===== src/hw/mipsIsaPkg.sv =====
package mipsIsaPkg;

    ////////////////////////////////////////////////////////////
    // Datapath widths
    ////////////////////////////////////////////////////////////

    // Operand and address width of the core
    localparam int dataWidth = 32;

    // Register number, 32 GPRs
    localparam int regAddrWidth = 5;

    ////////////////////////////////////////////////////////////
    // Instruction word fields
    ////////////////////////////////////////////////////////////

    // Major opcode sits in the top six bits
    localparam int opcodeWidth = 6;
    localparam int opcodeLsb   = 26;

    // Register fields for I and R formats
    localparam int rtLsb = 16;
    localparam int rdLsb = 11;

    // Low half holds the immediate, low six bits the funct
    localparam int immWidth   = 16;
    localparam int functWidth = 6;

    ////////////////////////////////////////////////////////////
    // Encodings
    ////////////////////////////////////////////////////////////

    // Supported opcodes, standard MIPS-I values
    typedef enum logic [opcodeWidth-1:0] {
        opRtype = 6'h00,
        opBeq   = 6'h04,
        opAddi  = 6'h08,
        opSlti  = 6'h0a,
        opAndi  = 6'h0c,
        opOri   = 6'h0d,
        opLw    = 6'h23,
        opSw    = 6'h2b
    } opcodeE;

    // R-type funct codes
    typedef enum logic [functWidth-1:0] {
        fnAdd = 6'h20,
        fnSub = 6'h22,
        fnAnd = 6'h24,
        fnOr  = 6'h25,
        fnNor = 6'h27,
        fnSlt = 6'h2a
    } functE;

endpackage


===== src/hw/exCtrlPkg.sv =====
package exCtrlPkg;

    ////////////////////////////////////////////////////////////
    // Control field layout between the pipeline blocks
    ////////////////////////////////////////////////////////////

    // Write-back field {regWrite, memToReg}
    localparam int wbWidth       = 2;
    localparam int wbRegWriteBit = 1;
    localparam int wbMemToRegBit = 0;

    // Memory field {memRead, memWrite, branch}
    localparam int memWidth       = 3;
    localparam int memReadBit     = 2;
    localparam int memWriteBit    = 1;
    localparam int memBranchBit   = 0;

    ////////////////////////////////////////////////////////////
    // ALU encodings
    ////////////////////////////////////////////////////////////

    // Operation class from the main decoder
    typedef enum logic [2:0] {
        aluOpAdd   = 3'd0,
        aluOpSub   = 3'd1,
        aluOpFunct = 3'd2,
        aluOpAnd   = 3'd3,
        aluOpOr    = 3'd4,
        aluOpSlt   = 3'd5
    } aluOpE;

    // Function actually performed by the ALU
    typedef enum logic [2:0] {
        fnAluAdd = 3'd0,
        fnAluSub = 3'd1,
        fnAluAnd = 3'd2,
        fnAluOr  = 3'd3,
        fnAluNor = 3'd4,
        fnAluSlt = 3'd5
    } aluFnE;

endpackage


===== src/hw/mainDecoder.sv =====
`timescale 1ns/10ps

module mainDecoder
    import exCtrlPkg::*;
    import mipsIsaPkg::*;
(
    input  opcodeE              opcode,
    output logic [wbWidth-1:0]  wb,
    output logic [memWidth-1:0] mem,
    output logic                regDst,
    output logic                aluSrc,
    output aluOpE               aluOp,
    output logic                zeroExt
);

    ////////////////////////////////////////////////////////////
    // Opcode decode
    ////////////////////////////////////////////////////////////

    always_comb
    begin
        // Nop by default, nothing written and no memory access
        wb      = '0;
        mem     = '0;
        regDst  = 1'b0;
        aluSrc  = 1'b0;
        aluOp   = aluOpAdd;
        zeroExt = 1'b0;

        case (opcode)
            opRtype:
            begin
                // Destination is rd, function from funct
                wb[wbRegWriteBit] = 1'b1;
                regDst            = 1'b1;
                aluOp             = aluOpFunct;
            end
            opAddi:
            begin
                wb[wbRegWriteBit] = 1'b1;
                aluSrc            = 1'b1;
                aluOp             = aluOpAdd;
            end
            opSlti:
            begin
                wb[wbRegWriteBit] = 1'b1;
                aluSrc            = 1'b1;
                aluOp             = aluOpSlt;
            end
            opAndi:
            begin
                // Logical immediates are zero extended
                wb[wbRegWriteBit] = 1'b1;
                aluSrc            = 1'b1;
                zeroExt           = 1'b1;
                aluOp             = aluOpAnd;
            end
            opOri:
            begin
                wb[wbRegWriteBit] = 1'b1;
                aluSrc            = 1'b1;
                zeroExt           = 1'b1;
                aluOp             = aluOpOr;
            end
            opLw:
            begin
                // Address is base plus signed offset
                wb[wbRegWriteBit]  = 1'b1;
                wb[wbMemToRegBit]  = 1'b1;
                mem[memReadBit]    = 1'b1;
                aluSrc             = 1'b1;
                aluOp              = aluOpAdd;
            end
            opSw:
            begin
                mem[memWriteBit] = 1'b1;
                aluSrc           = 1'b1;
                aluOp            = aluOpAdd;
            end
            opBeq:
            begin
                // Subtract so zero flags equality
                mem[memBranchBit] = 1'b1;
                aluOp             = aluOpSub;
            end
            default:
            begin
                // Unknown opcode stays a nop
                wb = '0;
            end
        endcase
    end

endmodule


===== src/hw/idExRegister.sv =====
`timescale 1ns/10ps

module idExRegister
    import exCtrlPkg::*;
    import mipsIsaPkg::*;
#(
    parameter int dataWidth = mipsIsaPkg::dataWidth
)
(
    input  logic                    clk,
    input  logic                    rst,
    input  logic [dataWidth-1:0]    instruction,
    input  logic [dataWidth-1:0]    nextPc,
    input  logic [dataWidth-1:0]    regA,
    input  logic [dataWidth-1:0]    regB,
    input  logic [wbWidth-1:0]      wb,
    input  logic [memWidth-1:0]     mem,
    input  logic                    regDst,
    input  logic                    aluSrc,
    input  aluOpE                   aluOp,
    input  logic                    zeroExt,
    output logic [wbWidth-1:0]      exWb,
    output logic [memWidth-1:0]     exMem,
    output logic                    exRegDst,
    output logic                    exAluSrc,
    output aluOpE                   exAluOp,
    output logic [dataWidth-1:0]    exNextPc,
    output logic [dataWidth-1:0]    exRegA,
    output logic [dataWidth-1:0]    exRegB,
    output logic [dataWidth-1:0]    exImm,
    output logic [regAddrWidth-1:0] exRt,
    output logic [regAddrWidth-1:0] exRd,
    output logic [functWidth-1:0]   exFunct
);

    logic [dataWidth-1:0] immExt;

    ////////////////////////////////////////////////////////////
    // Immediate extension
    ////////////////////////////////////////////////////////////

    always_comb
    begin
        // Zero fill for andi/ori, sign fill for the rest
        if (zeroExt)
        begin
            immExt = {{(dataWidth-immWidth){1'b0}}, instruction[immWidth-1:0]};
        end
        else
        begin
            immExt = {{(dataWidth-immWidth){instruction[immWidth-1]}},
                      instruction[immWidth-1:0]};
        end
    end

    ////////////////////////////////////////////////////////////
    // ID/EX register
    ////////////////////////////////////////////////////////////

    always_ff @(posedge clk)
    begin
        if (rst)
        begin
            // Cleared slot reads as a nop downstream
            exWb     <= '0;
            exMem    <= '0;
            exRegDst <= 1'b0;
            exAluSrc <= 1'b0;
            exAluOp  <= aluOpAdd;
            exNextPc <= '0;
            exRegA   <= '0;
            exRegB   <= '0;
            exImm    <= '0;
            exRt     <= '0;
            exRd     <= '0;
            exFunct  <= '0;
        end
        else
        begin
            exWb     <= wb;
            exMem    <= mem;
            exRegDst <= regDst;
            exAluSrc <= aluSrc;
            exAluOp  <= aluOp;
            exNextPc <= nextPc;
            exRegA   <= regA;
            exRegB   <= regB;
            exImm    <= immExt;
            // Register fields straight out of the word
            exRt     <= instruction[rtLsb +: regAddrWidth];
            exRd     <= instruction[rdLsb +: regAddrWidth];
            exFunct  <= instruction[functWidth-1:0];
        end
    end

endmodule


===== src/hw/aluControl.sv =====
`timescale 1ns/10ps

module aluControl
    import exCtrlPkg::*;
    import mipsIsaPkg::*;
(
    input  aluOpE                 aluOp,
    input  logic [functWidth-1:0] funct,
    output aluFnE                 aluFn
);

    // Funct field viewed as its encoding
    functE functCode;

    assign functCode = functE'(funct);

    ////////////////////////////////////////////////////////////
    // ALU function select
    ////////////////////////////////////////////////////////////

    always_comb
    begin
        case (aluOp)
            aluOpAdd:   aluFn = fnAluAdd;
            aluOpSub:   aluFn = fnAluSub;
            aluOpAnd:   aluFn = fnAluAnd;
            aluOpOr:    aluFn = fnAluOr;
            aluOpSlt:   aluFn = fnAluSlt;
            aluOpFunct:
            begin
                // R-type, funct picks the operation
                case (functCode)
                    fnAdd:   aluFn = fnAluAdd;
                    fnSub:   aluFn = fnAluSub;
                    fnAnd:   aluFn = fnAluAnd;
                    fnOr:    aluFn = fnAluOr;
                    fnNor:   aluFn = fnAluNor;
                    fnSlt:   aluFn = fnAluSlt;
                    // Unsupported funct falls back to add
                    default: aluFn = fnAluAdd;
                endcase
            end
            default:    aluFn = fnAluAdd;
        endcase
    end

endmodule


===== src/hw/alu.sv =====
`timescale 1ns/10ps

module alu
    import exCtrlPkg::*;
    import mipsIsaPkg::*;
#(
    parameter int dataWidth = mipsIsaPkg::dataWidth
)
(
    input  logic [dataWidth-1:0] a,
    input  logic [dataWidth-1:0] b,
    input  aluFnE                fn,
    output logic [dataWidth-1:0] result,
    output logic                 zero
);

    // Signed compare for slt
    logic lessThan;

    assign lessThan = ($signed(a) < $signed(b));

    ////////////////////////////////////////////////////////////
    // Function mux
    ////////////////////////////////////////////////////////////

    always_comb
    begin
        case (fn)
            fnAluAdd: result = a + b;
            fnAluSub: result = a - b;
            fnAluAnd: result = a & b;
            fnAluOr:  result = a | b;
            fnAluNor: result = ~(a | b);
            // 1 or 0 in the low bit only
            fnAluSlt: result = {{(dataWidth-1){1'b0}}, lessThan};
            default:  result = '0;
        endcase
    end

    // Equality test for beq
    assign zero = (result == '0);

endmodule


===== src/hw/executeStage.sv =====
`timescale 1ns/10ps

module executeStage
    import exCtrlPkg::*;
    import mipsIsaPkg::*;
#(
    parameter int dataWidth = mipsIsaPkg::dataWidth
)
(
    input  logic                    clk,
    input  logic                    rst,
    input  logic [wbWidth-1:0]      exWb,
    input  logic [memWidth-1:0]     exMem,
    input  logic                    exRegDst,
    input  logic                    exAluSrc,
    input  aluOpE                   exAluOp,
    input  logic [dataWidth-1:0]    exNextPc,
    input  logic [dataWidth-1:0]    exRegA,
    input  logic [dataWidth-1:0]    exRegB,
    input  logic [dataWidth-1:0]    exImm,
    input  logic [regAddrWidth-1:0] exRt,
    input  logic [regAddrWidth-1:0] exRd,
    input  logic [functWidth-1:0]   exFunct,
    output logic [wbWidth-1:0]      wbOut,
    output logic [memWidth-1:0]     memOut,
    output logic [dataWidth-1:0]    pcJump,
    output logic [dataWidth-1:0]    aluResult,
    output logic                    aluZero,
    output logic [dataWidth-1:0]    storeData,
    output logic [regAddrWidth-1:0] writeReg
);

    aluFnE                   aluFn;
    logic [dataWidth-1:0]    aluB;
    logic [dataWidth-1:0]    aluOut;
    logic                    aluOutZero;
    logic [regAddrWidth-1:0] destReg;
    logic [dataWidth-1:0]    branchTarget;

    ////////////////////////////////////////////////////////////
    // Operand, destination and branch target
    ////////////////////////////////////////////////////////////

    // Immediate forms take imm as operand B
    assign aluB = exAluSrc ? exImm : exRegB;

    // rd for R-type, rt for everything else
    assign destReg = exRegDst ? exRd : exRt;

    // Word offset relative to the following instruction
    assign branchTarget = exNextPc + (exImm << 2);

    ////////////////////////////////////////////////////////////
    // ALU and its control
    ////////////////////////////////////////////////////////////

    aluControl u_aluControl (
        .aluOp (exAluOp),
        .funct (exFunct),
        .aluFn (aluFn)
    );

    alu #(
        .dataWidth (dataWidth)
    ) u_alu (
        .a      (exRegA),
        .b      (aluB),
        .fn     (aluFn),
        .result (aluOut),
        .zero   (aluOutZero)
    );

    ////////////////////////////////////////////////////////////
    // EX/MEM register
    ////////////////////////////////////////////////////////////

    always_ff @(posedge clk)
    begin
        if (rst)
        begin
            // Reset slot leaves the stage as a nop
            wbOut     <= '0;
            memOut    <= '0;
            pcJump    <= '0;
            aluResult <= '0;
            aluZero   <= 1'b0;
            storeData <= '0;
            writeReg  <= '0;
        end
        else
        begin
            wbOut     <= exWb;
            memOut    <= exMem;
            pcJump    <= branchTarget;
            aluResult <= aluOut;
            aluZero   <= aluOutZero;
            // regB carried on for sw
            storeData <= exRegB;
            writeReg  <= destReg;
        end
    end

endmodule


===== src/hw/executeSubsystem.sv =====
`timescale 1ns/10ps

module executeSubsystem
    import exCtrlPkg::*;
    import mipsIsaPkg::*;
#(
    parameter int dataWidth = mipsIsaPkg::dataWidth
)
(
    input  logic                    clk,
    input  logic                    rst,
    input  logic [dataWidth-1:0]    instruction,
    input  logic [dataWidth-1:0]    nextPc,
    input  logic [dataWidth-1:0]    regA,
    input  logic [dataWidth-1:0]    regB,
    output logic [wbWidth-1:0]      wb,
    output logic [memWidth-1:0]     mem,
    output logic [dataWidth-1:0]    pcJump,
    output logic [dataWidth-1:0]    aluResult,
    output logic                    aluZero,
    output logic [dataWidth-1:0]    storeData,
    output logic [regAddrWidth-1:0] writeReg
);

    // Decoder to ID/EX
    logic [wbWidth-1:0]      decWb;
    logic [memWidth-1:0]     decMem;
    logic                    decRegDst;
    logic                    decAluSrc;
    aluOpE                   decAluOp;
    logic                    decZeroExt;

    // ID/EX to execute
    logic [wbWidth-1:0]      exWb;
    logic [memWidth-1:0]     exMem;
    logic                    exRegDst;
    logic                    exAluSrc;
    aluOpE                   exAluOp;
    logic [dataWidth-1:0]    exNextPc;
    logic [dataWidth-1:0]    exRegA;
    logic [dataWidth-1:0]    exRegB;
    logic [dataWidth-1:0]    exImm;
    logic [regAddrWidth-1:0] exRt;
    logic [regAddrWidth-1:0] exRd;
    logic [functWidth-1:0]   exFunct;

    ////////////////////////////////////////////////////////////
    // Decode, same cycle as the ID/EX capture
    ////////////////////////////////////////////////////////////

    mainDecoder u_mainDecoder (
        .opcode  (opcodeE'(instruction[opcodeLsb +: opcodeWidth])),
        .wb      (decWb),
        .mem     (decMem),
        .regDst  (decRegDst),
        .aluSrc  (decAluSrc),
        .aluOp   (decAluOp),
        .zeroExt (decZeroExt)
    );

    idExRegister #(
        .dataWidth (dataWidth)
    ) u_idExRegister (
        .clk         (clk),
        .rst         (rst),
        .instruction (instruction),
        .nextPc      (nextPc),
        .regA        (regA),
        .regB        (regB),
        .wb          (decWb),
        .mem         (decMem),
        .regDst      (decRegDst),
        .aluSrc      (decAluSrc),
        .aluOp       (decAluOp),
        .zeroExt     (decZeroExt),
        .exWb        (exWb),
        .exMem       (exMem),
        .exRegDst    (exRegDst),
        .exAluSrc    (exAluSrc),
        .exAluOp     (exAluOp),
        .exNextPc    (exNextPc),
        .exRegA      (exRegA),
        .exRegB      (exRegB),
        .exImm       (exImm),
        .exRt        (exRt),
        .exRd        (exRd),
        .exFunct     (exFunct)
    );

    ////////////////////////////////////////////////////////////
    // Execute plus EX/MEM
    ////////////////////////////////////////////////////////////

    executeStage #(
        .dataWidth (dataWidth)
    ) u_executeStage (
        .clk       (clk),
        .rst       (rst),
        .exWb      (exWb),
        .exMem     (exMem),
        .exRegDst  (exRegDst),
        .exAluSrc  (exAluSrc),
        .exAluOp   (exAluOp),
        .exNextPc  (exNextPc),
        .exRegA    (exRegA),
        .exRegB    (exRegB),
        .exImm     (exImm),
        .exRt      (exRt),
        .exRd      (exRd),
        .exFunct   (exFunct),
        .wbOut     (wb),
        .memOut    (mem),
        .pcJump    (pcJump),
        .aluResult (aluResult),
        .aluZero   (aluZero),
        .storeData (storeData),
        .writeReg  (writeReg)
    );

endmodule


===== config.mk =====
export PLATFORM = sky130hd
export DESIGN_NAME = executeSubsystem
export DESIGN_NICKNAME = d
export VERILOG_FILES = /design/src/hw/mipsIsaPkg.sv /design/src/hw/exCtrlPkg.sv /design/src/hw/mainDecoder.sv /design/src/hw/idExRegister.sv /design/src/hw/aluControl.sv /design/src/hw/alu.sv /design/src/hw/executeStage.sv /design/src/hw/executeSubsystem.sv
export SDC_FILE = /design/constraint.sdc
export NUM_CORES = 1
export LEC_CHECK = 0
export ABC_CLOCK_PERIOD_IN_PS = 13100
export BUFFER_PORTS_ARGS = -buffer_cell sky130_fd_sc_hd__buf_2
export CORE_MARGIN = 2
export CORE_UTILIZATION = 60
export CTS_CLUSTER_DIAMETER = 100
export CTS_CLUSTER_SIZE = 40
export DETAILED_ROUTE_END_ITERATION = 8
export PLACE_DENSITY = 0.85
export SYNTH_ARGS = -nofsm -noshare
export SYNTH_HDL_FRONTEND = slang
export SYNTH_SLANG_ARGS = --single-unit

===== constraint.sdc =====
create_clock -name clk -period 13.1 [get_ports clk]
set_input_delay 1.31 -clock clk [delete_from_list [all_inputs] [get_ports clk]]
set_output_delay 1.31 -clock clk [all_outputs]
set_load 0.05 [all_outputs]

# Word-level counts from Yosys, hierarchy flattened
# Cells that the tools add are included.
# W data, S select, Z words.
[totals] in_bits=130 regBits=246 output_inout_bits=107 elab_cells=69
[classes] n_reduce_logical=7 n_addsub=3 muxes=13 n_bitwise=3 n_lt_le_gt_ge=1 n_eq_ne=22
[op_table] op="$pmux W32 S6" n=1
[op_table] op="$add A32 B32 Y32" n=2
[op_table] op="$pmux W3 S5" n=3
[op_table] op="$eq A6 B6 Y1 const B" n=7
[op_table] op="$and A32 B32 Y32" n=1
[op_table] op="$logic_not A32 Y1" n=1
[op_table] op="$lt A32 B32 Y1" n=1
[op_table] op="$mux W32" n=1
[op_table] op="$not A32 Y32" n=1
[op_table] op="$or A32 B32 Y32" n=1
[op_table] op="$sub A32 B32 Y32" n=1
[op_table] op="$eq A6 B4 Y1 const B" n=4
[op_table] op="$eq A3 B2 Y1 const B" n=4
[op_table] op="$eq A3 B3 Y1 const B" n=4
[op_table] op="$reduce_or A6 Y1" n=2
[op_table] op="$mux W1" n=7
[op_table] op="$eq A3 B1 Y1 const B" n=2
[op_table] op="$eq A6 B3 Y1 const B" n=1
[op_table] op="$logic_not A6 Y1" n=1
[op_table] op="$mux W5" n=1
[op_table] op="$reduce_or A2 Y1" n=2
[op_table] op="$logic_not A3 Y1" n=1

# Depth between registers and ports, before layout
[depth] word_depth=6 depth_mapped=18 mapped_depth_nobuf=16

# Modules after synthesis
# A second synthesis with hierarchy kept.
[unflattened] cells_unflattened=1708 hier_area_um2=14537.7
[modules_own_cells] module="alu" seq_area_each_um2=0.0 n_inst=1 area_per_inst_um2=5735.5 cells_each=863
[modules_own_cells] module="executeStage" seq_area_each_um2=2142.1 n_inst=1 area_per_inst_um2=4878.4 cells_each=505
[modules_own_cells] module="idExRegister" seq_area_each_um2=2562.5 n_inst=1 area_per_inst_um2=3634.7 cells_each=296
[modules_own_cells] module="mainDecoder" seq_area_each_um2=0.0 n_inst=1 area_per_inst_um2=187.7 cells_each=29
[modules_own_cells] module="aluControl" seq_area_each_um2=0.0 n_inst=1 area_per_inst_um2=101.3 cells_each=15

# Worst setup path before layout
# No wires, ideal clock.
[synth_timing] kind="reg-to-reg" start="reg u_idExRegister.exAluSrc" end="reg u_executeStage.aluZero" path_stages_with_launch=19 period_less_slack_ns=4.116 path_buffers=4 required_time_ns=13.035 setup_slack_ns=8.984 t_arrival_ns=4.051 setup_ns=0.065 cell_sequence="dfxtp_1 -> clkbuf_1 -> and2_1 -> clkbuf_1 -> clkbuf_1 -> a21oi_1 -> ha_1 -> buf_6 -> or3b_4 -> or4_4 -> nor4_4 -> nand3_1 -> and3_4 -> a21boi_1 -> xnor2_1 -> o2111ai_1 -> nor4b_2 -> nand4_1 -> nor2_1"
[synth_via] elab_chain_cells=5 word_cells_on_any_way=9 classes_between="add/sub: 2; order compare: 1; mux: 2; bitwise: 3; reduce/logical: 1"
[synth_lines] element="start, declared" line_no="idExRegister.sv:25" text="output logic exAluSrc,"
[synth_lines] element="start signal, assigned" line_no="idExRegister.sv:83" text="exAluSrc <= aluSrc;"
[synth_lines] element="$mux W32 *" line_no="executeStage.sv:45" text="assign aluB = exAluSrc ? exImm : exRegB;"
[synth_lines] element="branches (longest 2 deep; another with $sub A32 B32 Y32)"
[synth_lines] element="$pmux W32 S6 *" line_no="alu.sv:28" text="case (fn)"
[synth_lines] element="$logic_not A32 Y1 *" line_no="alu.sv:41" text="assign zero = (result == '0);"
[synth_lines] element="end signal, assigned" line_no="executeStage.sv:96" text="aluZero <= aluOutZero;"
[synth_lines] element="end, declared" line_no="executeStage.sv:28" text="output logic aluZero,"
# Every way passes the cells marked *.
# A chain may end at the register's enable or synchronous reset.

# Worst setup path in the final report
[layout_timing] start="reg, netlist name u_idExRegister.exImm[16]" end="reg u_executeStage.aluZero"
[layout_via] elab_chain_cells=5 word_cells_on_any_way=9 classes_between="add/sub: 2; order compare: 1; mux: 2; bitwise: 3; reduce/logical: 1"
[layout_lines] element="$mux W32 *" line_no="executeStage.sv:45"
[layout_lines] element="branches (longest 2 deep; another with $sub A32 B32 Y32)"
[layout_lines] element="$pmux W32 S6 *" line_no="alu.sv:28"
[layout_lines] element="$logic_not A32 Y1 *" line_no="alu.sv:41"
# Marks and branches as above.

==> impl_metrics.py <==
metrics = {
    "synthesis": {
        "ys.flop_type": "dfxtp_1",
        "synth_nets": 1840,
        "ys_seq_area_share_pct": 34.9,
        "synth_area_mm2": 0.0134,
        "yosysUniqueCellTypes": 90,
        "ys_warn_count": 0,
        "synth_area_leaders": "dfxtp_1, ha_1, nor2b_1",
        "syn_inst": 1571,
        "netlist.area_leader.share_pct": 34.9,
        "syn_avg_cell_area_um2": 8.50,
        "synth-seq-cells": 233,
        "yosys.area.top_type": "dfxtp_1",
        "synth_edf_count": 0,
        "ys_async_sr_fraction_pct": 0,
    },
    "layout": {
        "drive_gt1_share_pct": 16.1,
        "postLayoutCoreUtil_pct": 68.4,
        "areaGrowthSynthToFinish_pct": 11.8,
        "nNetsFinal": 2014,
        "fillCellCount": 1788,
        "final_common_cell": "dfxtp_1",
        "multi_input_area_mm2": 0.00795,
        "seqCellArea_mm2": 0.00466,
        "fin_cells": 2029,
        "final_cell_mix": "dfxtp_1, buf_2, nor2b_1",
        "finish.instance_area_mm2": 0.0149,
    },
    "cts": {
        "root_buffer": "clkbuf_16",
        "clk_path_buf_depth": 3,
        "ctsHoldBuffers": 0,
        "cts_resized": 0,
        "worstSkewPairLatency_ps": 510,
        "cts_tree": "done",
        "cts_sinks": 233,
        "cts_setup_buffers": 0,
        "htree_levels": 1,
        "clk_pin_slew_ps": 130,
        "numCtsBuffers": 10,
    },
    "grt": {
        "grt_usage_pct": 30.4,
        "overflow": 0,
        "grt_pass1_vias": 11200,
        "antenna_found_initial": 5,
        "grt_max_degree": 89,
        "grt_pass1_wl_um": 57800,
    },
    "setup_path": {
        "cp_cell_sequence": "and2_1 -> a21oi_1 -> ha_1 -> a21oi_1 -> o21ai_0 -> a221o_1 -> o41ai_1 -> o22ai_1 -> xnor2_1 -> a21oi_1 -> and4_1 -> nand4_1 -> nor2_1",
        "worst_r2r_path_depth": 13,
        "max_stage_delay_ps": 900,
        "crit_type": "flip-flop to flip-flop",
        "arrival_ps": 5470,
        "critical_path_required_ps": 13490,
        "cp_common_cell": "a21oi_1",
        "path_depth": 13,
        "crit_buf_inv": 0,
        "worst_setup_path_end_kind": "flip-flop",
        "crit_family": "compound AO/OA/AOI/OAI gates",
        "critPathMaxFanout": 16,
        "start_kind": "flip-flop",
        "crit_path_top_delay_cell": "o41ai_1",
    },
    "die": {
        "rows": 54,
        "die_area_mm2": 0.0235,
        "fp.dieW_um": 153,
        "die_h_um": 153,
        "io_pins": 237,
        "coreArea_mm2": 0.0218,
        "start_util_pct": 61.2,
    },
    "placed_design": {
        "place_congestion": 0.971,
        "hpwl_um": 28600,
        "place_inst": 2013,
        "place_ws_ps": 8280,
        "portBuffers": 231,
        "post_dp_cell_area_mm2": 0.0146,
    },
    "power": {
        "finalPower_mw": 1.59,
        "p_sw_share_pct": 34.2,
        "peakVddDrop_uv": 124,
        "pwr-share-seq_pct": 48.6,
        "clkPwrFrac_pct": 22.9,
        "power.density_mw_per_mm2": 107,
        "power_frac_comb_pct": 28.5,
        "power_switching_uw": 546,
        "p_leak_nw": 6.91,
        "p_int_mw": 1.05,
    },
    "timing": {
        "fin_ws_ps": 8020,
        "relSlewSlack_pct": 23.0,
        "period_share_pct": 38.8,
        "fin_setup_tns_ps": 0,
        "min_period_ps": 5080,
        "fmax_mhz": 197,
        "tightest_slew_ps": 1150,
        "hold_slack_ps": 435,
        "finClkSkew_ps": 59.7,
        "drv_slew": 0,
        "rsz0062_at_grt": "false",
        "setup_violations": 0,
        "hold_viol": 0,
    },
    "run": {
        "max_cap_viol_count": 0,
    },
    "run_status": {
        "status": "finished with violations",
        "violations": "DRC",
    },
    "hold_path": {
        "min_delay_path_depth": 2,
        "holdCritPathClass": "flip-flop to flip-flop",
    },
    "detailed_routing": {
        "vias": 11800,
        "drtPass1Iterations": 7,
        "drc": 1,
        "viasPerCell": 5.84,
        "ant_nets": 0,
        "wire_per_inst_um": 18.5,
        "first_iter_violations": 940,
        "drt-total-wl_um": 37500,
    },
}
## worst reg2reg max path, stage by stage, from the launching register on
cell	delay (ps)
dfxtp_1	710
and2_1	590
a21oi_1	160
ha_1	500
a21oi_1	340
o21ai_0	210
a221o_1	420
o41ai_1	900
o22ai_1	250
xnor2_1	170
a21oi_1	210
and4_1	230
nand4_1	100
nor2_1	150
## registers in the layout (all words and copies together) (netlist names), 2 cells and up
register and flops:
u_idExRegister.exFunct 5, u_idExRegister.exRegA 32, u_idExRegister.exMem 2, u_executeStage.aluResult 32
u_idExRegister.exWb 2, u_executeStage.wbOut 2, u_idExRegister.exRt 5, u_idExRegister.exAluOp 3
u_idExRegister.exRegB 32, u_executeStage.writeReg 5, u_executeStage.memOut 2, u_executeStage.storeData 32
u_idExRegister.exImm 7, u_executeStage.pcJump 32, u_idExRegister.exRd 5, u_idExRegister.exNextPc 32
## cell usage after synthesis, types with 7 or more instances
| cell type | count |
|---|---|
| mux2i_1 | 31 |
| o31ai_1 | 9 |
| nand4_1 | 11 |
| inv_1 | 120 |
| a221o_1 | 10 |
| clkbuf_1 | 57 |
| a21o_1 | 20 |
| ha_1 | 136 |
| nor3_1 | 27 |
| a221oi_1 | 27 |
| nand3_1 | 25 |
| xor2_1 | 12 |
| buf_2 | 7 |
| a31oi_1 | 12 |
| o21ai_0 | 53 |
| a21oi_1 | 116 |
| or3_1 | 7 |
| nor2b_1 | 165 |
| and2_1 | 7 |
| o21a_1 | 11 |
| nor4_1 | 11 |
| o21bai_1 | 8 |
| dfxtp_1 | 233 |
| a211oi_1 | 15 |
| and3_1 | 8 |
| nor2_1 | 161 |
| o21ai_1 | 11 |
| xnor2_1 | 32 |
| nand2b_1 | 24 |
| nand2_1 | 68 |
## power by group through the flow
stage                     clock, mW  combinational (mW)  sequential [mW]
after global routing          0.392               0.488            0.779
after global placement            0               0.438            0.789
after floorplan                   0               0.243            0.873
final                         0.366               0.454            0.775
after CTS                     0.375               0.447            0.775
after detailed placement          0               0.444            0.791
## kinds of logic (layout without fill, tap and decap cells)
| logic type | count (synthesis) | in the layout | synth area share, % |
|---|---|---|---|
| flops | 233 | 233 | 34.9 |
| other cells | 0 | 3 | 0 |
| compound gates | 373 | 373 | 19.0 |
| simple gates | 551 | 551 | 21.7 |
| fa+ha+maj | 139 | 139 | 13.2 |
| mux | 33 | 33 | 2.49 |
| buf+inv | 198 | 373 | 5.83 |
| xor+xnor | 44 | 44 | 2.89 |
## worst paths after layout
check	from	to	slack, ps
worst max-delay path	u_idExRegister.exImm[16]$_SDFF_PP0_	u_executeStage.aluZero$_SDFF_PP0_	8020
worst min-delay path	u_idExRegister.exRegB[20]$_SDFF_PP0_	u_executeStage.storeData[20]$_SDFF_PP0_	440
worst max register to register	u_idExRegister.exImm[16]$_SDFF_PP0_	u_executeStage.aluZero$_SDFF_PP0_	8020
worst min register to register	u_idExRegister.exRegB[20]$_SDFF_PP0_	u_executeStage.storeData[20]$_SDFF_PP0_	440
## layer usage
| metal | share of wire, % | routed length (um) | global-route usage [%] |
|---|---|---|---|
| met3 | 9.1 | 3400 | 7.06 |
| met5 | 0.035 | 13 | 0 |
| met1 | 43 | 16000 | 39.9 |
| met2 | 46 | 17100 | 49.9 |
| met4 | 2.6 | 963 | 9.48 |
## final cells by class
cell class	instances	area share, %
tap	280	2.35
clock inverter	3	0.235
inverter	123	3.09
sequential	233	31.2
timing repair buffer	237	8.09
multi-input combinational	1140	53.3
clock buffer	10	1.68
antenna	3	0.0503
Note: power is estimated with default switching activity, not from simulation.
